===== src/source/pcomp_io_macros.svh =====
// pcomp i/o subsystem macros: clock, baud rate, oversampling, ram size and uart offsets
`ifndef PCOMP_IO_MACROS_SVH
`define PCOMP_IO_MACROS_SVH

// system clock in hz
`define PCOMP_CLOCK_FREQ 62500000

// serial bit rate
`define PCOMP_BAUD_RATE 115200

// receive samples per serial bit
`define PCOMP_OVERSAMPLE 32

// shared data ram size in words
`define PCOMP_RAM_DEPTH 256

// uart register offsets, word index on the host bus
`define PCOMP_UART_DATA 3'd0
`define PCOMP_UART_RXNEW 3'd1
`define PCOMP_UART_TXIDLE 3'd2

`endif

===== src/source/pcomp_io_pkg.sv =====
// pcomp i/o shared types for bus words, serial bytes and register addresses
`include "pcomp_io_macros.svh"

package pcomp_io_pkg;

	// host bus and ram data word
	typedef logic [31:0] word_t;

	// one serial byte
	typedef logic [7:0] byte_t;

	// ram word address, sized from the ram depth
	typedef logic [$clog2(`PCOMP_RAM_DEPTH)-1:0] ram_addr_t;

	// uart register select
	// only offsets 0..2 decode, the rest read as zero
	typedef logic [2:0] uart_addr_t;

endpackage


===== src/source/ram_arbiter.sv =====
// fixed-priority ram arbiter: host first, loader otherwise, with host ack and read return
module ram_arbiter (
	input  logic                    clk,
	input  logic                    rst,
	// host load/store port
	input  logic                    mem_req,
	input  logic                    mem_we,
	input  pcomp_io_pkg::ram_addr_t mem_addr,
	input  pcomp_io_pkg::word_t     mem_wdata,
	output logic                    mem_ack,
	output pcomp_io_pkg::word_t     mem_rdata,
	// loader, write only
	input  logic                    ldr_req,
	input  pcomp_io_pkg::ram_addr_t ldr_addr,
	input  pcomp_io_pkg::word_t     ldr_wdata,
	output logic                    ldr_gnt,
	// single ram port
	output logic                    ram_en,
	output logic                    ram_we,
	output pcomp_io_pkg::ram_addr_t ram_addr,
	output pcomp_io_pkg::word_t     ram_wdata,
	input  pcomp_io_pkg::word_t     ram_rdata
);

	logic host_gnt;
	logic host_gnt_q;

	// host wins any cycle it asks
	assign host_gnt = mem_req;
	assign ldr_gnt = ldr_req && !mem_req;

	// granted request drives the ram in the same cycle
	assign ram_en = host_gnt || ldr_gnt;
	assign ram_we = host_gnt ? mem_we : 1'b1;
	assign ram_addr = host_gnt ? mem_addr : ldr_addr;
	assign ram_wdata = host_gnt ? mem_wdata : ldr_wdata;

	// ack lines up with the ram read latency
	always_ff @(posedge clk) begin
		if (rst) host_gnt_q <= 1'b0;
		else host_gnt_q <= host_gnt;
	end

	assign mem_ack = host_gnt_q;
	// read data only presented in the ack cycle
	assign mem_rdata = host_gnt_q ? ram_rdata : '0;

endmodule


===== config.mk =====
export PLATFORM = sky130hd
export DESIGN_NAME = ram_arbiter
export DESIGN_NICKNAME = d
export VERILOG_FILES = /design/src/source/pcomp_io_pkg.sv /design/src/source/ram_arbiter.sv
export VERILOG_INCLUDE_DIRS = /design/src /design/src/source
export SDC_FILE = /design/constraint.sdc
export NUM_CORES = 1
export LEC_CHECK = 0
export BUFFER_PORTS_ARGS = -buffer_cell sky130_fd_sc_hd__buf_4
export CAP_MARGIN = 30
export CELL_PAD_IN_SITES_DETAIL_PLACEMENT = 2
export CELL_PAD_IN_SITES_GLOBAL_PLACEMENT = 2
export CORE_UTILIZATION = 10
export DETAILED_ROUTE_END_ITERATION = 12
export PLACE_DENSITY_LB_ADDON = 0.25
export SYNTH_ARGS = -nofsm -noshare
export SYNTH_HDL_FRONTEND = slang
export SYNTH_SLANG_ARGS = --single-unit

===== constraint.sdc =====
create_clock -name clk -period 1.1 [get_ports clk]
set_input_delay 0.165 -clock clk [delete_from_list [all_inputs] [get_ports clk]]
set_output_delay 0.165 -clock clk [all_outputs]
set_load 0.005 [all_outputs]

==> run_results.csv <==
group,metric,value,unit
global_routing,overflow,0,
logic_synthesis,synth_compound_area_share,0,%
layout,fin_util,29.2,%
detailed_routing,drtAntennaViolNets,0,
detailed_routing,num_vias,1402,
logic_synthesis,synth_area_per_cell,10.9,um2
logic_synthesis,synth-async-reset-ratio,0,%
placement,place_area,2470,um2
layout,drive_gt1_share,87.0,%
sta,whs,0.329,ns
detailed_routing,wl_per_cell,16.0,um
sta,max_slew_margin,92.7,%
layout,nets,395,
worst_setup_path,critical_path_required,0.94,ns
sta,hold_viol_final,0,
worst_setup_path,cp.arrival,0.90,ns
clocking,hold_buffers,0,
status,outcome,"finished, violations left",
placement,place.port_buffers,192,
sta,rsz0062_at_grt,"false",
power_and_ir_drop,peakVddDrop,107,uV
logic_synthesis,synth_top_area_share,58.5,%
layout,final_cell_area,2590,um2
detailed_routing,vias_per_cell,3.65,
placement,place.gp.congestion,0.688,
sta,drv_slew,0,
power_and_ir_drop,power_density,392,nW/um2
hold_path,min_path_type,"primary input to register",
power_and_ir_drop,leakage,1.44,nW
worst_setup_path,start_kind,"primary input",
detailed_routing,drt_pass1_iterations,8,
sta,finalCritPeriodShare,97.2,%
logic_synthesis,synth_cells,85,
layout,antennaDiodeCount,0,
floorplanning,start_util,10.4,%
layout,syn2layout_area_growth,180,%
logic_synthesis,ys_ff_latch,1,
floorplanning,die-area,9640,um2
worst_setup_path,end_kind,"primary output",
global_routing,antenna_found_initial,0,
logic_synthesis,syn_area,925,um2
logic_synthesis,synth_top_cell_by_area,"mux2_4",
global_routing,grt_start_max_net_pins,34,
global_routing,grt_pass1_wl,8580,um
sta,max_clock_freq,935,MHz
logic_synthesis,synth_edf_count,0,
layout,largest_register_ff_count,1,
worst_setup_path,cp-endpoint,"ram_wdata[10]",
logic_synthesis,yosysWarnings,0,
status,violations,"DRC",
sta,post-route-min-period,1.07,ns
global_routing,grt_pass1_vias,1446,
logic_synthesis,ys.flop_type,"dfxtp_1",
clocking,path_clk_slew,0,ns
detailed_routing,routed_wl,6150,um
global_routing,gr-usage-all-layers,11.5,%
worst_setup_path,worstSetupPathType,"primary input to primary output",
logic_synthesis,synth_common_cells,"mux2_4, and2_1, mux2_2",
flow_run,drv_cap,0,
logic_synthesis,muxShareOfSynthArea,63.3,%
logic_synthesis,synthSimpleGateAreaFrac,24.4,%
clocking,post_cts_buffers,0,
floorplanning,ios,193,
logic_synthesis,yosysSeqAreaShare,2.17,%
logic_synthesis,yosysUniqueCellTypes,10,
floorplanning,coreArea,8850,um2
worst_setup_path,critical_path_peak_fanout,12,
sta,finalSetupViolCount,0,
detailed_routing,drc,16,
logic_synthesis,synthXorXnorAreaFrac,0,%
logic_synthesis,yosysMostFrequentCell,"mux2_4",
floorplanning,fp.dieH,98.2,um
floorplanning,die_w,98.2,um
detailed_routing,drtIter0Drc,18,
logic_synthesis,synth_top_family_by_area,"multiplexers",
logic_synthesis,synthAdderAreaFrac,0,%
logic_synthesis,synth_nets,202,
logic_synthesis,synthTopCellsByArea,"mux2_4, and2_1, buf_12, mux2_2, buf_6",
floorplanning,rows,34,
placement,dp_hpwl,5400,um
sta,tightest_slew,0.109,ns
worst_setup_path,cp-startpoint,"mem_req",
## logic make-up after synthesis
group | Yosys count
flops | 1
mux | 40
buf+inv | 8
simple gates | 36
## critical path, stage by stage
cell,delay [ns]
buf_12,0.13
buf_16,0.16
mux2_4,0.31
buf_4,0.14
## how the worst min path moves through the flow
| stage | from | endpoint | slack, ns | cells past startpoint |
|---|---|---|---|---|
| 6_report | rst | mem_ack | 0.33 | 2 |
| 5_1_grt | rst | mem_ack | 0.34 | 2 |
| 4_1_cts | rst | mem_ack | 0.33 | 2 |
| 3_5_place_dp | rst | mem_ack | 0.33 | 2 |
| 3_3_place_gp | rst | mem_ack | 0.32 | 2 |
| 2_1_floorplan | rst | mem_ack | 0.24 | 1 |
## layout make-up
type / count / area [um2]
fill: 1013 / 6260
timing repair buffer: 199 / 1620
multi-input combinational: 76 / 811
tap: 108 / 135
sequential: 1 / 20.0
## per-layer routing
layer / GRT usage [%] / part of all wire [%] / vias up
met4: 0 / 0 / 0
met2: 24.2 / 58 / 76
li1: - / - / 673
met1: 12.8 / 34 / 653
met3: 1.29 / 8.3 / 0
met5: 0 / 0 / -
## report_power, final
group | switching [mW] | total, mW | internal [mW]
clock | 0 | 0 | 0
sequential | 0.00157 | 0.0406 | 0.0390
combinational | 0.272 | 0.975 | 0.702
total | 0.274 | 1.02 | 0.741
## through the flow
step           total power, mW  TNS (ns)  instances  setup slack [ns]
2_1_floorplan            0.371         0         85             0.184
3_3_place_gp             0.967    -0.620        380           -0.0301
3_5_place_dp             0.979    -0.754        380           -0.0417
4_1_cts                   1.03         0        383           0.00967
5_1_grt                   1.08         0        384           0.00570
6_report                  1.02         0        384            0.0309
## cells in the final DEF, fill, tap and decap left out, drive strengths merged
| cell type | count |
|---|---|
| and2 | 32 |
| buf | 198 |
| dfxtp | 1 |
| mux2 | 40 |
| or2 | 1 |
| nand2b | 1 |
| clkbuf | 1 |
| nor2b | 2 |
## what timing repair did
item / CTS / global route
gates cloned: 3 / 1
setup endpoints to repair: 28 / 2
gates resized for setup: 6 / 0
Note: power is estimated with default switching activity, not from simulation.
