==> config.mk <==
export PLATFORM = sky130hd
export DESIGN_NAME = baud_rate_gen
export DESIGN_NICKNAME = d
export VERILOG_FILES = /design/src/source/baud_rate_gen.sv
export VERILOG_INCLUDE_DIRS = /design/src /design/src/source
export SDC_FILE = /design/constraint.sdc
export NUM_CORES = 1
export LEC_CHECK = 0
export BUFFER_PORTS_ARGS = -buffer_cell sky130_fd_sc_hd__buf_2
export CAP_MARGIN = 20
export CORE_AREA = 2 2 39 41
export CTS_BUF_LIST = sky130_fd_sc_hd__clkbuf_4 sky130_fd_sc_hd__clkbuf_8
export CTS_CLUSTER_DIAMETER = 150
export CTS_CLUSTER_SIZE = 30
export DETAILED_ROUTE_END_ITERATION = 12
export DIE_AREA = 0 0 41 43
export PLACE_DENSITY = 0.47
export SETUP_SLACK_MARGIN = 0.5
export SLEW_MARGIN = 20
export SYNTH_ARGS = -nofsm -noshare
export SYNTH_HDL_FRONTEND = slang
export SYNTH_SLANG_ARGS = --single-unit
==> constraint.sdc <==
create_clock -name clk -period 3.4 [get_ports clk]
set_input_delay 0.68 -clock clk [delete_from_list [all_inputs] [get_ports clk]]
set_output_delay 0.68 -clock clk [all_outputs]
set_load 0.01 [all_outputs]
==> src/source/pcomp_io_macros.svh <==
// pcomp i/o subsystem macros: clock, baud rate, oversampling, ram size and uart offsets
`ifndef PCOMP_IO_MACROS_SVH
`define PCOMP_IO_MACROS_SVH

// system clock in hz
`define PCOMP_CLOCK_FREQ 62500000

// serial bit rate
`define PCOMP_BAUD_RATE 115200

// receive samples per serial bit
`define PCOMP_OVERSAMPLE 32

// shared data ram size in words
`define PCOMP_RAM_DEPTH 256

// uart register offsets, word index on the host bus
`define PCOMP_UART_DATA 3'd0
`define PCOMP_UART_RXNEW 3'd1
`define PCOMP_UART_TXIDLE 3'd2

`endif
==> src/source/baud_rate_gen.sv <==
// baud rate generator: receive sample enable at oversampled rate, transmit bit enable
`include "pcomp_io_macros.svh"

module baud_rate_gen #(
	parameter int CLOCK_FREQ = `PCOMP_CLOCK_FREQ,
	parameter int BAUD_RATE = `PCOMP_BAUD_RATE
) (
	input  logic clk,
	input  logic rst,
	output logic sample_en,
	output logic bit_en
);

	// clocks per receive sample, truncated
	localparam int SAMPLE_DIV = CLOCK_FREQ / (BAUD_RATE * `PCOMP_OVERSAMPLE);
	localparam int DIV_W = (SAMPLE_DIV > 1) ? $clog2(SAMPLE_DIV) : 1;
	localparam int SMP_W = $clog2(`PCOMP_OVERSAMPLE);

	logic [DIV_W-1:0] div_cnt;
	logic [SMP_W-1:0] smp_cnt;

	// clock divider for the sample enable
	always_ff @(posedge clk) begin
		if (rst) begin
			div_cnt <= '0;
			sample_en <= 1'b0;
		end else if (div_cnt == DIV_W'(SAMPLE_DIV - 1)) begin
			div_cnt <= '0;
			sample_en <= 1'b1;
		end else begin
			div_cnt <= div_cnt + 1'b1;
			sample_en <= 1'b0;
		end
	end

	// one bit enable every oversample count of sample enables
	always_ff @(posedge clk) begin
		if (rst) begin
			smp_cnt <= '0;
			bit_en <= 1'b0;
		end else begin
			bit_en <= 1'b0;
			if (sample_en) begin
				if (smp_cnt == SMP_W'(`PCOMP_OVERSAMPLE - 1)) begin
					smp_cnt <= '0;
					bit_en <= 1'b1;
				end else begin
					smp_cnt <= smp_cnt + 1'b1;
				end
			end
		end
	end

endmodule

==> results by group <==
Route
  – Drc violations: 0
  – Average wire per standard cell: between 10 and 15 um
  – Via density: ~5.1
  – Via count: 355
  – 1st-iter DRT viols: 4
  – Detailed Route WL: between 700 and 800 um
  – DRT Pass-1 Iters: 4
  – Detail Route Antenna Nets: 0

Worst setup path
  – Startpoint types: register
  – R2r startpoint: smp_cnt[0]
  – Worst Setup SP: smp_cnt[0]
  – Element type at the critical path end: register
  – R2R depth: 5
  – Type of the worst setup path: register to register
  – CP arrival: 1.87 ns
  – Crit path max fanout: 5
  – Critical Path RT: between 3 and 4 ns

Power and ir drop
  – Sequential power share: 0.568
  – Peak supply drop: 0.000173 V
  – Clock power frac: 0.399
  – Sw Ratio: 0.203
  – Power Density: between 400 and 500 mW/mm2
  – Gate power share: 0.033
  – Internal: around 0.19 mW
  – Switch Pwr: between 0.04 and 0.05 mW
  – LEAKAGE: roughly 0.21 nW

Synthesis
  – Synthesized instance count: 48
  – Synth top area cells: dfxtp_1 48%, ha_1 11%, a21oi_1 6.6%, nor2_1 4.1%, o21ai_0 3.3%
  – Flops & latches, synth: 11
  – Mapped Avg Cell Area: ~9.5 um2
  – Synth cell types: 21
  – Leading area contributor after synthesis: dfxtp_1
  – Top cell type's share of synthesized area: 0.484
  – Proportion of synthesized chip area in sequential cells: 0.484
  – Yosys warns: 0
  – Mapped Area: about 460 um2
  – Syn nets: 54

Clock tree
  – Root Driver: clkbuf_4
  – Cts-stage hold buffer count: 0
  – Max clock buf depth: 2
  – Clock latency on the worst-skew pair: between 0.2 and 0.3 ns
  – Post CTS Setup Buffer Count: 0
  – CTS tree: built
  – Total CTS buffers: 3
  – Sink Count: 11
  – Clk slew on worst S/H paths: ~0.070 ns
  – Post-CTS sizing: 0
  – CTS H-tree lvls: 1

Final layout
  – Area Growth Syn to Fin: 13.5%
  – Most frequent cells in the layout: 11 x dfxtp_1, 6 x a21oi_1, 5 x nor2_1
  – Filler cell count: roughly 140
  – Post-Route Utilization: 0.373
  – Layout cells sized above 1: 0.148
  – Most common cell after layout, fill and taps aside: dfxtp_1
  – Antenna diodes: 0
  – NumNets Final: 61

Global routing
  – Number of global-route vias before repair: ~280
  – Gr usage total: 0.104
  – Grt ovf: 0
  – First-pass GRT wire length: 1.18 mm
  – Largest net degree at the start of global routing: 12
  – Antenna violations before repair: 0

Timing
  – Fmax: 598 MHz
  – Hold Slack: about 0.49 ns
  – Pins Over Slew Limit: 0
  – Least-Margin Pin Slew: 0.267 ns
  – Final hold vios: 0
  – Final setup viols: 0
  – Final period utilization: 0.492
  – RSZ-0062 raised after global routing: false
  – Clock Skews: just under 0.0008 ns
  – Setup TNS: 0 ns
  – Max_slew headroom: 0.822
  – Clock period minus worst slack: between 1.5 and 2 ns

Worst hold path
  – Hold Path Origin: div_cnt[0]
  – Hold path depth: 1
  – Tightest Hold Check Type: register to register

Die
  – Ports: 4
  – Initial core utilization: 0.329
  – DIE WIDTH: between 40 and 50 um
  – Die span in y: 43 um
  – Die area: ~0.0018 mm2
  – FP Rows: 14
  – Core ar.: roughly 0.0014 mm2

Outcome
  – Status: finished, final reports clean

Place
  – IO Port Bufs: 3
  – Routability congestion estimate from global placement: just over 0.7
  – Dpl hpwl: about 500 um

Job
  – Max Cap Viol: 0
[kinds of logic (layout without fill, tap and decap cells)]
| group | after synthesis | after routing | synth area share |
|---|---|---|---|
| AOI/OAI and AO/OA | 10 | 10 | 0.113 |
| muxes | 1 | 1 | 0.0220 |
| DFF | 11 | 11 | 0.484 |
| buffers and inverters | 3 | 9 | 0.0247 |
| and+or+nand+nor | 18 | 18 | 0.228 |
| adders and majority gates | 4 | 4 | 0.110 |
| xor gates and xnor gates | 1 | 1 | 0.0192 |
[final timing paths]
| check | end | slack [ns] |
|---|---|---|
| worst max-delay path | smp_cnt[3] | 1.73 |
| worst min-delay path | div_cnt[0] | 0.49 |
| worst max register to register | smp_cnt[3] | 1.73 |
| worst min register to register | div_cnt[0] | 0.49 |
[cells in the mapped netlist]
| master | instances |
|---|---|
| nand3b_1 | 1 |
| ha_1 | 4 |
| nor4bb_1 | 1 |
| nor2b_1 | 1 |
| clkbuf_1 | 1 |
| nor2_1 | 5 |
| nand3_1 | 1 |
| o21ai_0 | 3 |
| or4_1 | 1 |
| inv_1 | 1 |
| nand2_1 | 2 |
| nor3_1 | 1 |
| xnor2_1 | 1 |
| mux2i_1 | 1 |
| dfxtp_1 | 11 |
| and3_1 | 2 |
| nor3b_1 | 2 |
| a31oi_1 | 1 |
| inv_2 | 1 |
| nand4b_1 | 1 |
| a21oi_1 | 6 |
[metal layers]
layer	global-route usage	part of all wire	vias to the layer above
met3	0.0471	0.029	4
li1	-	-	184
met4	0.0800	0.030	0
met1	0.147	0.52	163
met5	0	0	-
met2	0.116	0.42	4
[metrics by stage]
step / setup slack, ns / std cells / total power, mW / area, um2
floorplan: 1.86 / 48 / 0.143 / 455
global placement: 1.79 / 66 / 0.145 / 487
detailed placement: 1.78 / 66 / 0.145 / 487
CTS: 1.73 / 70 / 0.242 / 517
global route: 1.65 / 70 / 0.250 / 517
finish: 1.73 / 70 / 0.237 / 517
[area by class of cell]
cell class | count | area [um2] | share of cell area
clock buffer | 4 | 30.0 | 0.0581
inverter | 2 | 7.51 | 0.0145
multi-input combinational | 34 | 224 | 0.433
sequential | 11 | 220 | 0.426
tap | 16 | 20.0 | 0.0387
timing repair buffer | 3 | 15.0 | 0.0291
[flip-flops by register name, indices dropped and copies added (netlist names)]
| name | cells |
|---|---|
| div_cnt | 4 |
| bit_en | 1 |
| sample_en | 1 |
| smp_cnt | 5 |
[power by group through the flow]
stage | logic (mW) | registers, mW | clock network [mW]
final | 0.00776 | 0.135 | 0.0946
after global routing | 0.00954 | 0.135 | 0.106
after CTS | 0.00775 | 0.134 | 0.0993
after detailed placement | 0.00775 | 0.137 | 0
after global placement | 0.00794 | 0.137 | 0
after floorplan | 0.00629 | 0.137 | 0
[critical path, stage by stage, from the launching register on]
cell     delay [ns]
dfxtp_1        0.35
ha_1           0.24
and3_1         0.21
ha_1           0.20
or4_1          0.46
a21oi_1        0.14
Note: power is estimated with default switching activity, not from simulation.
