$ cat src/source/pcomp_io_macros.svh
// pcomp i/o subsystem macros: clock, baud rate, oversampling, ram size and uart offsets
`ifndef PCOMP_IO_MACROS_SVH
`define PCOMP_IO_MACROS_SVH

// system clock in hz
`define PCOMP_CLOCK_FREQ 62500000

// serial bit rate
`define PCOMP_BAUD_RATE 115200

// receive samples per serial bit
`define PCOMP_OVERSAMPLE 32

// shared data ram size in words
`define PCOMP_RAM_DEPTH 256

// uart register offsets, word index on the host bus
`define PCOMP_UART_DATA 3'd0
`define PCOMP_UART_RXNEW 3'd1
`define PCOMP_UART_TXIDLE 3'd2

`endif
$ cat src/source/pcomp_io_pkg.sv
// pcomp i/o shared types for bus words, serial bytes and register addresses
`include "pcomp_io_macros.svh"

package pcomp_io_pkg;

	// host bus and ram data word
	typedef logic [31:0] word_t;

	// one serial byte
	typedef logic [7:0] byte_t;

	// ram word address, sized from the ram depth
	typedef logic [$clog2(`PCOMP_RAM_DEPTH)-1:0] ram_addr_t;

	// uart register select
	// only offsets 0..2 decode, the rest read as zero
	typedef logic [2:0] uart_addr_t;

endpackage

$ cat src/source/rx_loader.sv
// serial program loader: packs received bytes little-endian into words and writes them to ram
module rx_loader (
	input  logic                    clk,
	input  logic                    rst,
	input  logic                    load_start,
	input  pcomp_io_pkg::ram_addr_t load_base,
	input  logic [15:0]             load_count,
	input  logic                    rx_pulse,
	input  pcomp_io_pkg::byte_t     rx_byte,
	output logic                    load_busy,
	output logic                    ldr_req,
	output pcomp_io_pkg::ram_addr_t ldr_addr,
	output pcomp_io_pkg::word_t     ldr_wdata,
	input  logic                    ldr_gnt
);

	logic [15:0] remaining;
	logic [1:0] lane;
	logic last_word;
	pcomp_io_pkg::word_t pack_word;
	pcomp_io_pkg::word_t pack_next;
	logic byte_in;
	logic word_full;

	assign byte_in = load_busy && rx_pulse;
	// fourth lane filled, or the final counted byte
	assign word_full = (lane == 2'd3) || (remaining == 16'd1);

	// drop the new byte into its lane
	always_comb begin
		pack_next = pack_word;
		pack_next[{lane, 3'b000} +: 8] = rx_byte;
	end

	// control: byte count, lane, request and address
	always_ff @(posedge clk) begin
		if (rst) begin
			load_busy <= 1'b0;
			ldr_req <= 1'b0;
			last_word <= 1'b0;
			lane <= '0;
			remaining <= '0;
			ldr_addr <= '0;
		end else begin
			if (load_start && !load_busy) begin
				load_busy <= (load_count != 16'd0);
				remaining <= load_count;
				lane <= '0;
				ldr_addr <= load_base;
			end
			// granted write, step the address
			if (ldr_gnt) begin
				ldr_req <= 1'b0;
				ldr_addr <= ldr_addr + 1'b1;
				if (last_word) begin
					load_busy <= 1'b0;
					last_word <= 1'b0;
				end
			end
			if (byte_in) begin
				remaining <= remaining - 1'b1;
				lane <= word_full ? 2'd0 : lane + 1'b1;
				if (word_full) ldr_req <= 1'b1;
				if (remaining == 16'd1) last_word <= 1'b1;
			end
		end
	end

	// payload: unused lanes stay zero since the packer restarts clear
	always_ff @(posedge clk) begin
		if (load_start && !load_busy) pack_word <= '0;
		else if (byte_in) pack_word <= word_full ? '0 : pack_next;
		if (byte_in && word_full) ldr_wdata <= pack_next;
	end

endmodule

$ cat config.mk
export PLATFORM = sky130hd
export DESIGN_NAME = rx_loader
export DESIGN_NICKNAME = d
export VERILOG_FILES = /design/src/source/pcomp_io_pkg.sv /design/src/source/rx_loader.sv
export VERILOG_INCLUDE_DIRS = /design/src /design/src/source
export SDC_FILE = /design/constraint.sdc
export NUM_CORES = 1
export LEC_CHECK = 0
export ABC_AREA = 1
export BUFFER_PORTS_ARGS = -buffer_cell sky130_fd_sc_hd__clkbuf_2
export CAP_MARGIN = 5
export CELL_PAD_IN_SITES_DETAIL_PLACEMENT = 1
export CELL_PAD_IN_SITES_GLOBAL_PLACEMENT = 1
export CORE_UTILIZATION = 38
export CTS_CLUSTER_DIAMETER = 40
export DETAILED_ROUTE_END_ITERATION = 10
export PLACE_DENSITY_LB_ADDON = 0.1
export SLEW_MARGIN = 20
export SYNTH_ARGS = -nofsm -noshare
export SYNTH_HDL_FRONTEND = slang
export SYNTH_SLANG_ARGS = --single-unit
export TNS_END_PERCENT = 20
$ cat constraint.sdc
create_clock -name clk -period 1.66 [get_ports clk]
set_clock_uncertainty 0.15 [all_clocks]
set_input_delay 0.249 -clock clk [delete_from_list [all_inputs] [get_ports clk]]
set_output_delay 0.249 -clock clk [all_outputs]
set_load 0.02 [all_outputs]
==> summary.md <==
| Metric | Value |
|---|---|
| Critical R2R Launch | lane[0]$_SDFFE_PP0P_ |
| Via density | 5.08 |
| Syn Nets | 581 |
| DR iter-0 viols | 182 |
| Yosys top cell area share | 27.1% |
| Multi-input gate area | 2150 um2 |
| Detailed-route wire length per cell | 16.5 um |
| Synth Instances | 536 |
| Global route overflow | 0 |
| Synthesized area per cell | 8.42 um2 |
| Leak | 2.55 nW |
| Fin Setup TNS | 0 ps |
| All-Layer GR Usage | 22.2% |
| Vias | 4147 |
| Commonest non-fill, non-tap cells in the layout | 133 x nand2_1, 78 x clkbuf_2, 63 x inv_1, 57 x dfxtp_1, 56 x buf_4 |
| R2R cell count | 6 |
| Worst endpoint required time | 1630 ps |
| Fill count | 1406 |
| Final WL | 13400 um |
| Failing checks | DRC |
| Setup violators final | 0 |
| Worst IR drop on VDD | 413 uV |
| P&R area growth vs syn | 34.0% |
| Buffer depth of the longest clock path | 2 |
| Worst Path Max Fanout | 8 |
| Rel. slew slack | 77.8% |
| CP Capture Type | register |
| Status | finished, violations left |
| WHS Path Cells | 3 |
| Port Buf Inserts | 78 |
| Worst-Margin Slew | 332 ps |
| Core Footprint | 11500 um2 |
| HP Class | input port to register |
| RSZ-0062 raised after global routing | yes |
| Sequential fraction of the synthesis area | 48.4% |
| Row Count | 39 |
| Final period util | 98.9% |
| CTS tree | built |
| Ranking of synthesized cells by area | dfxtp_1 27%, edfxtp_1 21%, nand2_1 11% |
| Die ar. | 12300 um2 |
| Layout cells sized above 1 | 35.9% |
| Worst skew pair latency | 350 ps |
| Reg2reg end | ldr_wdata[0]$_DFFE_PP_ |
| Max H-tree Level | 3 |
| Worst hold start | load_base[4] |
| Die Ht | 111 um |
| Final nets | 714 |
| Clock net sink count | 93 |
| Worst-path clk slew | 70 ps |
| Worst setup SP type | register |
| Worst path arrival time | 1610 ps |
| Ys async rst share | 0% |
| Register area | 2190 um2 |
| # DRC | 9 |
| Number of synthesized flops with an enable pin | 32 |
| Crit path time final | 1640 ps |
| Chip width | 111 um |
| First-pass GRT wire length | 21300 um |
| Reg2Reg Setup Slack | 20 ps |
| Most common cell after layout, fill and taps aside | nand2_1 |
| Max Slew Vio Count | 0 |
| TritonCTS Buffers | 9 |
| FF+latch count, synth | 93 |
| Worst Hold Endpoint | ldr_addr[4]$_SDFFE_PP0P_ |
| Post-place setup slack | -106 ps |
| CP Class | register to register |
| Synth warn | 0 |
| Final ANT Viol Nets | 0 |
| N_diodes | 0 |
| Post-DP HPWL | 9370 um |
| Initial core utilization | 39.2% |
| Max-Cap Viols | 0 |
| Io pins | 79 |
| Placed Instances | 790 |
| TritonRoute pass-1 iters | 7 |
| Most used DFF post-synth | dfxtp_1 |
| Distinct cells, synth | 47 |
| Pwr/cell area | 902 nW/um2 |
| Final GP Congestion | 0.767 |
| Yosys top cell by area | dfxtp_1 |
| Worst setup margin | 18.7 ps |
| Largest net degree at the start of global routing | 38 |
| Number of global-route vias before repair | 4260 |
| Count of final hold-check violations | 0 |
| Initial antenna violation count | 0 |
| Clk Tree Root Cell | clkbuf_16 |
| Fmax | 609 MHz |
| Final core utilization | 52.5% |
| Mapped Area | 4510 um2 |
| Final Non-Filler Cells | 817 |
==> cell families (layout without fill, tap and decap cells) <==
family / after synthesis / after routing / synth area share [%]
adder cells (fa/ha/maj): 8 / 8 / 2.22
buffers and inverters: 97 / 235 / 9.54
XOR/XNOR: 2 / 2 / 0.388
AO/OA/AOI/OAI: 103 / 103 / 16.2
AND/OR/NAND/NOR: 233 / 233 / 23.3
flip-flops: 93 / 93 / 48.4
==> report_power, final <==
| group | total (mW) | internal, mW | leakage (nW) | switching, mW |
|---|---|---|---|---|
| registers | 2.48 | 2.43 | 0.812 | 0.0501 |
| logic | 1.06 | 0.437 | 1.61 | 0.627 |
| clock network | 1.92 | 1.02 | 0.127 | 0.900 |
| total | 5.46 | 3.88 | 2.55 | 1.58 |
==> repair_timing <==
item                                    4_1_cts  5_1_grt
setup buffers                                 0        6
gates cloned                                  0        2
hold buffers                                  3        0
resized for setup                            17       51
endpoints found under the setup margin       63       83
endpoints found under the hold margin         3        0
pin swaps                                     4       12
==> state kept, by name, indices dropped and copies added (netlist names) <==
signal,count
ldr_wdata,32
pack_word,32
remaining,16
ldr_addr,8
lane,2
last_word,1
ldr_req,1
load_busy,1
==> metrics by stage <==
| stage | total power [mW] | hold slack (ps) | area, um2 |
|---|---|---|---|
| after floorplan | 3.07 | 168 | 4520 |
| after global placement | 3.41 | 282 | 5390 |
| after detailed placement | 3.44 | 290 | 5390 |
| after CTS | 5.40 | 10.6 | 5780 |
| after global routing | 5.69 | 22.3 | 6050 |
| final | 5.46 | 18.7 | 6050 |
==> metal layers <==
layer	GRT usage (%)	wire [um]
met3	4.37	411
met2	39.8	6820
met4	8.40	231
met1	26.1	5980
met5	0	0
==> cell type report <==
| class | count | area share [%] |
|---|---|---|
| inverter | 75 | 5.25 |
| multi-input combinational | 346 | 35.6 |
| timing repair inverter | 2 | 0.455 |
| timing repair buffer | 142 | 15.3 |
| clock buffer | 12 | 3.91 |
| sequential | 93 | 36.2 |
| tap | 143 | 2.96 |
| clock inverter | 4 | 0.434 |
==> critical path, cell delays in order, from the launching register on <==
cell and delay [ps]:
dfxtp_2 360, inv_4 50, ha_4 310, inv_4 50, nand4_4 210, o22ai_2 130, buf_4 150
==> worst max-delay path by stage <==
stage                                    startpoint                         end  slack [ps]
final                          lane[0]$_SDFFE_PP0P_      ldr_wdata[0]$_DFFE_PP_          20
after CTS                      lane[0]$_SDFFE_PP0P_  pack_word[19]$_SDFFE_PP0P_         -50
after detailed placement       lane[0]$_SDFFE_PP0P_  pack_word[19]$_SDFFE_PP0P_        -110
after global routing           lane[0]$_SDFFE_PP0P_      ldr_wdata[0]$_DFFE_PP_         -30
after global placement    remaining[1]$_SDFFE_PP0P_      ldr_wdata[2]$_DFFE_PP_         -30
after floorplan                lane[0]$_SDFFE_PP0P_   pack_word[6]$_SDFFE_PP0P_         -10
==> cell usage after synthesis, types with 2 or more instances <==
library cell  count
nand2_2           3
nand3_2           2
edfxtp_1         32
o211ai_1          2
nor2_1           40
buf_2            12
o22ai_2          18
inv_1            68
nor2_4            2
nor2_2            3
o21ai_0          21
nand4_1           4
buf_4             2
buf_12            2
inv_2             6
nor4_1            3
o22ai_1          32
ha_1              8
nand3_1          29
clkbuf_1          4
a31oi_1           6
dfxtp_1          61
a21oi_1          15
nand2_1         138
Note: power is estimated with default switching activity, not from simulation.
