===== src/source/pcomp_io_macros.svh =====
// pcomp i/o subsystem macros: clock, baud rate, oversampling, ram size and uart offsets
`ifndef PCOMP_IO_MACROS_SVH
`define PCOMP_IO_MACROS_SVH

// system clock in hz
`define PCOMP_CLOCK_FREQ 62500000

// serial bit rate
`define PCOMP_BAUD_RATE 115200

// receive samples per serial bit
`define PCOMP_OVERSAMPLE 32

// shared data ram size in words
`define PCOMP_RAM_DEPTH 256

// uart register offsets, word index on the host bus
`define PCOMP_UART_DATA 3'd0
`define PCOMP_UART_RXNEW 3'd1
`define PCOMP_UART_TXIDLE 3'd2

`endif

===== src/source/pcomp_io_pkg.sv =====
// pcomp i/o shared types for bus words, serial bytes and register addresses
`include "pcomp_io_macros.svh"

package pcomp_io_pkg;

	// host bus and ram data word
	typedef logic [31:0] word_t;

	// one serial byte
	typedef logic [7:0] byte_t;

	// ram word address, sized from the ram depth
	typedef logic [$clog2(`PCOMP_RAM_DEPTH)-1:0] ram_addr_t;

	// uart register select
	// only offsets 0..2 decode, the rest read as zero
	typedef logic [2:0] uart_addr_t;

endpackage


===== src/source/uart.sv =====
// memory-mapped uart: 8n1 transmitter, oversampling receiver, status flags, receive pulse
`include "pcomp_io_macros.svh"

module uart (
	input  logic                     clk,
	input  logic                     rst,
	input  logic                     sample_en,
	input  logic                     bit_en,
	input  logic                     rx,
	output logic                     tx,
	input  pcomp_io_pkg::uart_addr_t addr,
	input  pcomp_io_pkg::word_t      wdata,
	input  logic                     we,
	output pcomp_io_pkg::word_t      rdata,
	output logic                     rx_pulse,
	output pcomp_io_pkg::byte_t      rx_byte
);

	// receive timing, in samples within one bit
	localparam int SMP_W = $clog2(`PCOMP_OVERSAMPLE);
	localparam int SAMPLE_COUNT = `PCOMP_OVERSAMPLE - 1;
	// roughly a third into the bit
	localparam int SAMPLE_POINT = `PCOMP_OVERSAMPLE * 5 / 16;
	// earliest point in the stop bit where a new start edge is trusted
	localparam int SAMPLE_REMEDY = `PCOMP_OVERSAMPLE / 6;

	typedef enum logic [1:0] {TX_IDLE, TX_START, TX_DATA, TX_STOP} tx_state_t;
	typedef enum logic [1:0] {RX_START, RX_REMEDY, RX_DATA, RX_STOP} rx_state_t;

	tx_state_t tx_state;
	logic [3:0] tx_cnt;
	pcomp_io_pkg::byte_t tx_data;
	logic tx_write;
	logic tx_idle;

	logic rx_r;
	rx_state_t rx_state;
	logic [SMP_W-1:0] rx_sample;
	logic [3:0] rx_bitpos;
	pcomp_io_pkg::byte_t rx_scratch;
	logic rx_take;
	logic rx_done;
	logic rx_new;

	// data write only starts a frame from idle
	assign tx_write = we && (addr == `PCOMP_UART_DATA) && (tx_state == TX_IDLE);
	assign tx_idle = (tx_state == TX_IDLE);

	// transmitter fsm
	// data state sends bits 0..7, then raises the line for the stop bit
	always_ff @(posedge clk) begin
		if (rst) begin
			tx_state <= TX_IDLE;
			tx_cnt <= '0;
			tx <= 1'b1;
		end else begin
			case (tx_state)
				TX_IDLE: begin
					if (tx_write) begin
						tx_state <= TX_START;
						tx_cnt <= '0;
					end
				end
				TX_START: begin
					if (bit_en) begin
						tx <= 1'b0;
						tx_state <= TX_DATA;
					end
				end
				TX_DATA: begin
					if (bit_en) begin
						if (tx_cnt == 4'd8) begin
							tx <= 1'b1;
							tx_state <= TX_STOP;
						end else begin
							// lsb first
							tx <= tx_data[tx_cnt[2:0]];
							tx_cnt <= tx_cnt + 1'b1;
						end
					end
				end
				TX_STOP: begin
					// hold the stop bit for one full period
					if (bit_en) tx_state <= TX_IDLE;
				end
				default: tx_state <= TX_IDLE;
			endcase
		end
	end

	// byte to send lives in the top lane of the bus word
	always_ff @(posedge clk) begin
		if (tx_write) tx_data <= wdata[31:24];
	end

	// single-register synchronizer, idles high
	always_ff @(posedge clk) begin
		if (rst) rx_r <= 1'b1;
		else rx_r <= rx;
	end

	assign rx_take = sample_en && (rx_state == RX_DATA) && (rx_sample == SMP_W'(SAMPLE_POINT));
	// stop bit ends at its last sample, or early on a new start edge
	assign rx_done = sample_en && (rx_state == RX_STOP) &&
		((rx_sample == SMP_W'(SAMPLE_COUNT)) || ((rx_sample >= SMP_W'(SAMPLE_REMEDY)) && !rx_r));

	// receiver fsm
	always_ff @(posedge clk) begin
		if (rst) begin
			rx_state <= RX_START;
			rx_sample <= '0;
			rx_bitpos <= '0;
		end else if (sample_en) begin
			case (rx_state)
				RX_START: begin
					// wait for the falling edge, then count through the start bit
					if (!rx_r || rx_sample != '0) rx_sample <= rx_sample + 1'b1;
					if (rx_sample == SMP_W'(SAMPLE_COUNT)) begin
						rx_state <= RX_DATA;
						rx_bitpos <= '0;
						rx_sample <= '0;
					end
				end
				RX_REMEDY: begin
					// start edge already seen in the stop bit
					rx_sample <= rx_sample + 1'b1;
					if (rx_sample == SMP_W'(SAMPLE_COUNT)) begin
						rx_state <= RX_DATA;
						rx_bitpos <= '0;
						rx_sample <= '0;
					end
				end
				RX_DATA: begin
					if (rx_sample == SMP_W'(SAMPLE_COUNT)) rx_sample <= '0;
					else rx_sample <= rx_sample + 1'b1;
					if (rx_take) rx_bitpos <= rx_bitpos + 1'b1;
					if (rx_bitpos == 4'd8 && rx_sample == SMP_W'(SAMPLE_COUNT)) rx_state <= RX_STOP;
				end
				RX_STOP: begin
					if (rx_done) begin
						rx_state <= rx_r ? RX_START : RX_REMEDY;
						rx_sample <= '0;
					end else begin
						rx_sample <= rx_sample + 1'b1;
					end
				end
				default: rx_state <= RX_START;
			endcase
		end
	end

	// shift in data bits, publish the byte at the stop bit
	always_ff @(posedge clk) begin
		if (rx_take) rx_scratch[rx_bitpos[2:0]] <= rx_r;
		if (rx_done) rx_byte <= rx_scratch;
	end

	// new-data flag, a completing byte beats the clear
	always_ff @(posedge clk) begin
		if (rst) rx_new <= 1'b0;
		else if (rx_done) rx_new <= 1'b1;
		else if (we && addr == `PCOMP_UART_RXNEW) rx_new <= 1'b0;
	end

	// one-cycle pulse after the byte lands
	always_ff @(posedge clk) begin
		if (rst) rx_pulse <= 1'b0;
		else rx_pulse <= rx_done;
	end

	// register read mux, flags in bit 24
	always_comb begin
		case (addr)
			`PCOMP_UART_DATA: rdata = {rx_byte, 24'h0};
			`PCOMP_UART_RXNEW: rdata = {7'h0, rx_new, 24'h0};
			`PCOMP_UART_TXIDLE: rdata = {7'h0, tx_idle, 24'h0};
			default: rdata = '0;
		endcase
	end

endmodule


===== config.mk =====
export PLATFORM = sky130hd
export DESIGN_NAME = uart
export DESIGN_NICKNAME = d
export VERILOG_FILES = /design/src/source/pcomp_io_pkg.sv /design/src/source/uart.sv
export VERILOG_INCLUDE_DIRS = /design/src /design/src/source
export SDC_FILE = /design/constraint.sdc
export NUM_CORES = 1
export LEC_CHECK = 0
export BUFFER_PORTS_ARGS = -buffer_cell sky130_fd_sc_hd__buf_2
export CAP_MARGIN = 15
export CORE_ASPECT_RATIO = 0.7
export CORE_MARGIN = 4
export CORE_UTILIZATION = 54
export DETAILED_ROUTE_END_ITERATION = 8
export PLACE_DENSITY = 0.85
export SLEW_MARGIN = 25
export SYNTH_ARGS = -nofsm -noshare
export SYNTH_HDL_FRONTEND = slang
export SYNTH_SLANG_ARGS = --single-unit

===== constraint.sdc =====
create_clock -name clk -period 3.1 [get_ports clk]
set_input_delay 0.155 -clock clk [delete_from_list [all_inputs] [get_ports clk]]
set_output_delay 0.155 -clock clk [all_outputs]
set_load 0.005 [all_outputs]

==> metrics.md, run 1 <==
| Metric | Value |
|---|---|
| Post-route setup TNS | `0 ns` |
| CP arrival | `2.38 ns` |
| Drt via density | `5.24` |
| Fin cells | `315` |
| Starting Density | `0.587` |
| Remaining global-route overflow | `0` |
| Setup crit end kind | `flop` |
| Startpoint Class | `flop` |
| Slew at the pin with the worst max-slew slack | `0.831 ns` |
| Most frequently used flop master after synthesis | `edfxtp_1` |
| Clock Skew | `0.00265 ns` |
| Reg-to-reg setup timing slack | `0.95 ns` |
| Die area | `5590 um^2` |
| Post-CTS resize count | `0` |
| Post-Synthesis Cell Area | `2400 um^2` |
| Largest net degree at the start of global routing | `21` |
| IO buf count | `34` |
| Leakage | `0.00101 uW` |
| Final Max Tran Viols | `0` |
| P&R area growth vs syn | `8.29%` |
| Clk slew on worst S/H paths | `0.08 ns` |
| Clk buf depth | `2` |
| DRC errors left | `0` |
| RSZ-0062 raised after global routing | `false` |
| DR vias | `1650` |
| Fmax | `0.465 GHz` |
| Worst Setup SP | `rx_sample[1]$_SDFFE_PP0P_` |
| Gr usage total | `0.160` |
| Cells after Synth | `227` |
| Post-DP HPWL | `3.21 mm` |
| Yosys synthesis warning count | `0` |
| Relative slew slack | `0.446` |
| Ys async rst share | `0` |
| Total chip power | `1270 uW` |
| ANT nets after route | `0` |
| VDD IR max | `0.361 mV` |
| Fin crit period | `2.15 ns` |
| Highest net fanout along the worst path | `6` |
| Total CTS buffers | `5` |
| Starting DRT DRC Count | `54` |
| Distinct cells, synth | `52` |
| WL/cell | `13.6 um` |
| Period Utilization, post-route | `0.694` |
| Initial antenna violation count | `0` |
| Diodes inserted | `0` |
| WP data required | `3.33 ns` |
| Post-CTS setup buffer count | `0` |
| Core footprint | `4090 um^2` |
| Worst hold path startpoint | `wdata[30]` |
| Htree depth | `2` |
| # setup viols final | `0` |
| RR Startpoint | `rx_sample[1]$_SDFFE_PP0P_` |
| Pwr Density | `490 nW/um^2` |
| Hold Violations, Final | `0` |
| Die Width | `87.7 um` |
| Clock Tree Root | `clkbuf_8` |
| Total placed cells including tap cells | `307` |
| Worst hold path type | `input pin to flop` |
| Layout cells sized above 1 | `0.209` |
| CTS sink cnt | `45` |
| TritonRoute pass-1 iters | `4` |
| Post-CTS Hold Buffers | `0` |
| Seq/Total Area, Yosys | `0.476` |
| Most common cell after layout, fill and taps aside | `buf_2` |
| Io pins | `83` |
| Final wirelength | `4.28 mm` |
| Global-route wire length before repair | `7.04 mm` |
| CTS tree | `done` |
| Crit path kind | `flop to flop` |
| Most frequent cells in the layout | `buf_2, conb_1, edfxtp_1` |
| Post-synth EDFFs | `24` |
| Run status | `completed` |
| Fin nets | `316` |
| Vias in the first global route | `1515` |
| RePlAce Congestion | `0.789` |
| Mean Syn Cell Area | `10.6 um^2` |
| Row count | `19` |
| Clock latency on the worst-skew pair | `0.29 ns` |
| Final Util | `0.635` |
| Max-cap violations | `0` |
| #FFs+latches synth | `45` |
| DIE HEIGHT | `63.8 um` |
[registers in the layout, summed over array words and instances, names as in the netlist]
signal	cells
tx_cnt	4
rx_r	1
rx_byte	8
rx_scratch	8
tx_data	8
rx_new	1
tx	1
rx_sample	5
rx_pulse	1
rx_bitpos	4
rx_state	2
tx_state	2
[power by group]
group	internal, uW	total (uW)	leakage [uW]	switching [uW]
Combinational	74.3	176	0.000592	101
Clock	241	443	0.0000543	202
Sequential	641	654	0.000360	13.1
[synth_stat cells (all sizes together), types with 3 or more instances]
library cell	n	area share
a31oi	4	0.010
buf	26	0.081
ha	13	0.068
nor2b	3	0.0078
nor3	5	0.010
and2	8	0.021
or4b	3	0.014
edfxtp	24	0.30
or2	3	0.0078
nor2	14	0.022
nand2	10	0.016
dfxtp	21	0.18
nand2b	6	0.016
o21ai	7	0.015
inv	13	0.020
nand3b	4	0.013
a21boi	3	0.0094
nand3	8	0.017
a21oi	15	0.031
[stage by stage]
stage / cell area [um^2] / setup slack [ns] / hold slack (ns)
floorplan: 2480 / 1.25 / 0.254
global placement: 2480 / 1.02 / 0.333
detailed placement: 2480 / 0.980 / 0.333
CTS: 2600 / 0.959 / 0.0212
global route: 2600 / 0.719 / 0.0173
finish: 2600 / 0.948 / 0.0290
[cell families after synthesis]
logic type | after synthesis | share of synthesized area
fa+ha+maj | 13 | 0.0678
compound gates | 43 | 0.116
mux | 4 | 0.0271
buf+inv | 43 | 0.123
simple gates | 78 | 0.189
flops | 45 | 0.476
other cells | 1 | 0.00156
[layer usage]
layer	vias to the layer above	wire length, um	GRT usage
li1	831	-	-
met2	43	2070	0.257
met5	-	0	0
met3	5	265	0.0359
met4	0	53	0.0575
met1	771	1890	0.212
[worst paths after layout]
path,endpoint,depth (start not counted)
max,rx_sample[2]$_SDFFE_PP0P_,6
min,tx_data[6]$_DFFE_PP_,1
max reg2reg,rx_sample[2]$_SDFFE_PP0P_,6
min reg2reg,rx_byte[1]$_DFFE_PP_,0
[critical path: stages (launching register included)]
cell and delay (ns):
dfxtp_1 0.43, inv_1 0.09, ha_1 0.17, or3_1 0.34, a221oi_1 0.73, nand4b_1 0.16, a31oi_1 0.18
[final cells by class]
cell class,count,area (um^2)
clock buffers,5,68.8
fillers,334,1490
clock inverters,3,46.3
inverters,13,48.8
multi-input cells,162,1050
flip-flops and latches,45,1140
repair buffers,35,178
well taps,52,65.1
(Power assumes the default switching activity.)
==> run 2: changes to the inputs <==
CORE_UTILIZATION = 50   (was 54)
PLACE_DENSITY = 0.8   (was 0.85)
clock period = 2.2 ns   (was 3.1 ns; I/O delays follow)
==> run 2 against run 1 <==
  * Combinational power is 58% higher
  * Worst setup slack worse by 0.85 ns
  * Sequential cell count stayed put
  * Total power is 35% higher
  * Utilization is 3.0 points lower
  * Final area is 4.3% higher
  * Sequential power is 41% higher
  * Worst hold slack better by 0.12 ns
  * Critical path type unchanged
  * Critical endpoint is now rx_bitpos[2]$_SDFFE_PP0P_
  * Largest cell class unchanged
==> metrics.md, run 2 (same netlist as run 1, synthesis figures left out) <==
| Metric | Value |
|---|---|
| Clk buf depth | `2 (unchanged)` |
| Initial antenna violation count | `0 (unchanged)` |
| Die Width | `90.8 um (+3.6%)` |
| IO buf count | `34 (unchanged)` |
| # setup viols final | `0 (unchanged)` |
| Worst hold path type | `input pin to flop` |
| Sw frac | `0.257 (+0.00853)` |
| DR vias | `1666 (+0.97%)` |
| P&R area growth vs syn | `13.0%` |
| Worst hold path startpoint | `bit_en` |
| Post-DP HPWL | `3.11 mm (-3.0%)` |
| Clk slew on worst S/H paths | `0.08 ns (about the same)` |
| Io pins | `83 (unchanged)` |
| Htree depth | `2 (unchanged)` |
| Clock Skew | `0.00326 ns (+0.000607 ns)` |
| Fin nets | `329 (+4.1%)` |
| Hold depth | `3 (+2)` |
| Hold Violations, Final | `0 (unchanged)` |
| Layout cells sized above 1 | `0.222 (+0.0127)` |
| Startpoint Class | `flop` |
| Run status | `completed` |
| Total CTS buffers | `5 (unchanged)` |
| Clock latency on the worst-skew pair | `0.30 ns (about the same)` |
| Total chip power | `1720 uW (+35%)` |
| RePlAce Congestion | `0.816 (+3.5%)` |
| Fin cells | `330 (+4.8%)` |
| Diodes inserted | `0 (unchanged)` |
| Max-cap violations | `0 (unchanged)` |
| Fin crit period | `2.10 ns (-0.0521 ns)` |
| Clock Tree Root | `clkbuf_8` |
| DIE HEIGHT | `65.9 um (+3.4%)` |
| WL/cell | `13.3 um (-2.4%)` |
| DRC errors left | `0 (unchanged)` |
| Reg-to-reg setup timing slack | `0.1 ns (-0.85 ns)` |
| Clk pwr share | `0.302 (-0.046)` |
| Period Utilization, post-route | `0.955 (+0.260)` |
| Die area | `5990 um^2 (+7.1%)` |
| WP data required | `2.43 ns (-0.90 ns)` |
| Final Max Tran Viols | `0 (unchanged)` |
| Drt via density | `5.05 (-3.6%)` |
| VDD IR max | `0.396 mV (+9.7%)` |
| RR Startpoint | `rx_sample[1]$_SDFFE_PP0P_` |
| TritonRoute pass-1 iters | `4 (unchanged)` |
| Fmax | `0.476 GHz (+2.5%)` |
| Combinational Power Share | `0.162 (+0.024)` |
| Cell area after placement | `2510 um^2 (+1.1%)` |
| CTS sink cnt | `45 (unchanged)` |
| Reg2Reg Capture Point | `rx_bitpos[2]$_SDFFE_PP0P_` |
| R2r worst-path depth | `7 (+1)` |
| NetSw | `442 uW (+40%)` |
| Final Util | `0.605 (-0.0302)` |
| Finished Cell Area | `2710 um^2 (+4.3%)` |
| Remaining global-route overflow | `0 (unchanged)` |
| Largest net degree at the start of global routing | `21 (unchanged)` |
| Starting DRT DRC Count | `62 (+15%)` |
| Starting Density | `0.535 (-0.0511)` |
| Final wirelength | `4.38 mm (+2.3%)` |
| Core footprint | `4480 um^2 (+9.5%)` |
| Global-route wire length before repair | `6.96 mm (-1.3%)` |
| Fillers | `366 (+9.6%)` |
| Leakage | `0.00104 uW (+3.3%)` |
| Pwr Density | `634 nW/um^2 (+29%)` |
| Most frequent cells in the layout | `buf_2, conb_1, edfxtp_1` |
| Highest net fanout along the worst path | `6 (unchanged)` |
| Cell Int Power | `1280 uW (+34%)` |
| Destination of the worst hold path | `tx$_SDFFE_PP1P_` |
| Most common cell after layout, fill and taps aside | `buf_2` |
| Row count | `20 (+1)` |
| Total placed cells including tap cells | `313 (+2.0%)` |
| Post-CTS setup buffer count | `0 (unchanged)` |
| CTS tree | `done` |
| Setup crit end kind | `flop` |
| CP arrival | `2.33 ns (-0.05 ns)` |
| Seq pwr share | `0.536 (+0.022)` |
| Crit path kind | `flop to flop` |
| Gr usage total | `0.148 (-0.0118)` |
| Vias in the first global route | `1450 (-4.3%)` |
| ANT nets after route | `0 (unchanged)` |
-- run 2: what timing repair did --
action	CTS	global route
endpoints found under the hold margin	9	0
endpoints found under the setup margin	0	9
hold buffers	9	0
resized for setup	0	4
-- run 2: critical path, cell delays in order, from the launching register on --
cell	delay, ns
dfxtp_1	0.42
ha_1	0.22
and3_1	0.18
ha_1	0.29
nand3b_1	0.11
o21a_1	0.16
or4b_1	0.52
a21oi_1	0.13
-- run 2: worst max-delay path by stage --
stage               slack (ns)                   endpoint  depth (start not counted)                 startpoint
floorplan                 0.35       rx_byte[0]$_DFFE_PP_                          6  rx_sample[0]$_SDFFE_PP0P_
global placement          0.10       rx_byte[0]$_DFFE_PP_                          6  rx_sample[0]$_SDFFE_PP0P_
detailed placement        0.05       rx_byte[2]$_DFFE_PP_                          6  rx_sample[1]$_SDFFE_PP0P_
CTS                       0.04       rx_byte[0]$_DFFE_PP_                          6  rx_sample[1]$_SDFFE_PP0P_
global route            -0.006  rx_bitpos[2]$_SDFFE_PP0P_                          7  rx_sample[1]$_SDFFE_PP0P_
finish                     0.1  rx_bitpos[2]$_SDFFE_PP0P_                          7  rx_sample[1]$_SDFFE_PP0P_
-- run 2: final cells by class --
type	instances	area (um^2)	share of cell area
Sequential cell	45	1140	0.421
Timing Repair inverter	1	5.00	0.00185
Tap cell	55	68.8	0.0254
Inverter	13	52.6	0.0194
Timing Repair Buffer	47	290	0.107
Clock inverter	1	7.51	0.00277
Multi-Input combinational cell	162	1060	0.392
Clock buffer	6	82.6	0.0305
-- run 2: stage by stage --
step	setup TNS [ns]	hold WS, ns	setup WS, ns
floorplan	0	0.209	0.354
global placement	0	0.286	0.105
detailed placement	0	0.289	0.0521
CTS	0	0.142	0.0415
global route	-0.00595	0.191	-0.00595
finish	0	0.153	0.0998
-- run 2: routing by layer --
layer / track usage / vias to the layer above / share of wire
li1: - / 854 / -
met1: 0.208 / 754 / 0.50
met2: 0.214 / 50 / 0.42
met3: 0.0535 / 8 / 0.071
met4: 0.0395 / 0 / 0.014
met5: 0 / - / 0
-- run 2: power groups by stage --
stage	clock network (uW)	registers, uW	logic [uW]
after CTS	535	922	270
after detailed placement	0	941	256
final	519	921	278
after global placement	0	940	249
after global routing	577	925	310
after floorplan	0	937	214
==> run 3: changes to the inputs <==
GPL_TIMING_DRIVEN = 0   (was not set)
==> run 3 against run 2 <==
  * Total power grew 7.6%
  * Non-clock buffer count grew 25
  * Final area grew 8.8%
  * Count of clock-buffer cells in the layout is the same
  * Die area is the same
  * Critical path depth shrank 1
  * Sequential share of layout area shrank 3.4 points
  * Maximum frequency grew 2.6%
  * Global-route usage grew 1.0 points
  * Clock skew grew 0.0053 ns
  * Critical path type unchanged
  * Largest cell class unchanged
  * Highest routed layer unchanged
==> metrics.md, run 3 (same netlist as run 1, synthesis figures left out) <==
| Metric | Value |
|---|---|
| Run status | `completed` |
| WP data required | `2.24 ns (-0.19 ns)` |
| Critical path's top delay family | `simple AND/OR/NAND/NOR gates` |
| Layout cells sized above 1 | `0.282 (+0.0606)` |
| # setup viols final | `0 (unchanged)` |
| Max-cap violations | `0 (unchanged)` |
| CTS sink cnt | `45 (unchanged)` |
| WL/cell | `13.0 um (-1.8%)` |
| Diodes inserted | `0 (unchanged)` |
| Worst hold slack | `0.140 ns (-0.0132 ns)` |
| Remaining global-route overflow | `0 (unchanged)` |
| Core footprint | `4480 um^2 (unchanged)` |
| IO buf count | `33 (-2.9%)` |
| Most frequent cells in the layout | `buf_2, buf_4, conb_1, edfxtp_1, dfxtp_1` |
| Pwr Density | `627 nW/um^2 (-1.2%)` |
| Total CTS buffers | `5 (unchanged)` |
| Final Max Tran Viols | `0 (unchanged)` |
| Post-DP HPWL | `3.35 mm (+7.5%)` |
| Slew at the pin with the worst max-slew slack | `0.567 ns` |
| DR vias | `1754 (+5.3%)` |
| P&R area growth vs syn | `23.0%` |
| Most common cell after layout, fill and taps aside | `buf_2` |
| Crit path kind | `flop to flop` |
| TritonRoute pass-1 iters | `4 (unchanged)` |
| Area of the multi-input gates | `1070 um^2 (+0.47%)` |
| Crit path depth | `6 (-1)` |
| Clock latency on the worst-skew pair | `0.30 ns (about the same)` |
| R2r worst-path depth | `6 (-1)` |
| Initial antenna violation count | `0 (unchanged)` |
| VDD IR max | `0.422 mV (+6.6%)` |
| Worst hold path type | `input pin to flop` |
| RePlAce Congestion | `0.866 (+6.1%)` |
| Setup crit end kind | `flop` |
| Global-route wire length before repair | `7.37 mm (+6.0%)` |
| Clk buf depth | `2 (unchanged)` |
| Fin crit period | `2.05 ns (-0.0522 ns)` |
| Starting DRT DRC Count | `65 (+4.8%)` |
| Row count | `20 (unchanged)` |
| CP arrival | `2.09 ns (-0.24 ns)` |
| Clock Tree Root | `clkbuf_8` |
| Post-route setup TNS | `0 ns (unchanged)` |
| Fin nets | `354 (+7.6%)` |
| Io pins | `83 (unchanged)` |
| Highest net fanout along the worst path | `6 (unchanged)` |
| Die Width | `90.8 um (unchanged)` |
| Drt via density | `4.93 (-2.4%)` |
| Post-CTS setup buffer count | `0 (unchanged)` |
| RSZ-0062 raised after global routing | `false` |
| DRC errors left | `0 (unchanged)` |
| Gr usage total | `0.158 (+0.0103)` |
| DIE HEIGHT | `65.9 um (unchanged)` |
| Slowest cell on the critical path | `dfxtp_1` |
| Leakage | `0.00120 uW (+15%)` |
| Largest net degree at the start of global routing | `15 (-29%)` |
| Hold Violations, Final | `0 (unchanged)` |
| CTS tree | `done` |
| Reg area | `1140 um^2 (unchanged)` |
| Htree depth | `2 (unchanged)` |
| Fillers | `351 (-4.1%)` |
| Vias in the first global route | `1552 (+7.0%)` |
| Die area | `5990 um^2 (unchanged)` |
| Fmax | `0.488 GHz (+2.6%)` |
| Final wirelength | `4.64 mm (+6.0%)` |
| Period Utilization, post-route | `0.931 (-0.0237)` |
| Clk slew on worst S/H paths | `0.08 ns (about the same)` |
| Starting Density | `0.535 (unchanged)` |
| Startpoint Class | `flop` |
| Bufs and invs on worst path | `2 (+2)` |
| Sequence of cells on the critical path | `inv_1 -> ha_1 -> or3_1 -> a311oi_2 -> or2_4 -> clkinvlp_4` |
| Clock Skew | `0.00853 ns (+0.00527 ns)` |
| Crit path largest cell delay | `0.42 ns (-0.10 ns)` |
| Relative slew slack | `0.621` |
| ANT nets after route | `0 (unchanged)` |
| Hold depth | `3 (unchanged)` |
## run 3: final cells by class
cell class                      count  area share
Sequential cell                    45       0.387
Multi-Input combinational cell    162       0.362
Timing Repair Buffer               42      0.0866
Buffer                             30      0.0832
Clock buffer                        6      0.0246
Tap cell                           55      0.0233
Inverter                           13      0.0178
Clock inverter                      2      0.0132
Timing Repair inverter              1     0.00255
## run 3: layer usage
| layer | share of wire | GRT usage | vias up |
|---|---|---|---|
| li1 | - | - | 910 |
| met1 | 0.45 | 0.201 | 772 |
| met2 | 0.45 | 0.255 | 67 |
| met3 | 0.087 | 0.0523 | 5 |
| met4 | 0.012 | 0.0564 | 0 |
| met5 | 0 | 0 | - |
## run 3: worst register-to-register path: stages (launching register included)
cell,delay (ns)
dfxtp_1,0.42
inv_1,0.09
ha_1,0.18
or3_1,0.38
a311oi_2,0.33
or2_4,0.23
clkinvlp_4,0.16
## run 3: per-stage QoR
| stage | total power, uW | utilization | cell area (um^2) | setup slack (ns) | std cells |
|---|---|---|---|---|---|
| floorplan | 1150 | - | 2480 | 0.354 | 250 |
| global placement | 1220 | 0.607 | 2720 | 0.116 | 338 |
| detailed placement | 1230 | 0.607 | 2720 | 0.0533 | 338 |
| CTS | 1860 | 0.652 | 2920 | 0.0265 | 355 |
| global route | 1940 | 0.658 | 2950 | 0.0548 | 356 |
| finish | 1850 | 0.658 | 2950 | 0.152 | 356 |
## run 3: report_power, final
part / leakage [uW] / internal, uW / switching (uW) / total [uW]
clock: 0.0000554 / 341 / 279 / 620
sequential: 0.000360 / 903 / 19.8 / 923
combinational: 0.000784 / 150 / 157 / 306
## run 3: repair_timing
item | CTS | global route
endpoints found under the hold margin | 9 | 0
hold buffers | 9 | 0
gates resized for setup | 0 | 6
endpoints found under the setup margin | 0 | 13
## run 3: worst paths after layout
kind	startpoint	end	slack, ns
max	rx_sample[1]$_SDFFE_PP0P_	rx_byte[3]$_DFFE_PP_	0.15
min	rst	tx_cnt[3]$_SDFFE_PP0P_	0.14
max reg2reg	rx_sample[1]$_SDFFE_PP0P_	rx_byte[3]$_DFFE_PP_	0.15
min reg2reg	rx_scratch[7]$_DFFE_PP_	rx_byte[7]$_DFFE_PP_	0.42
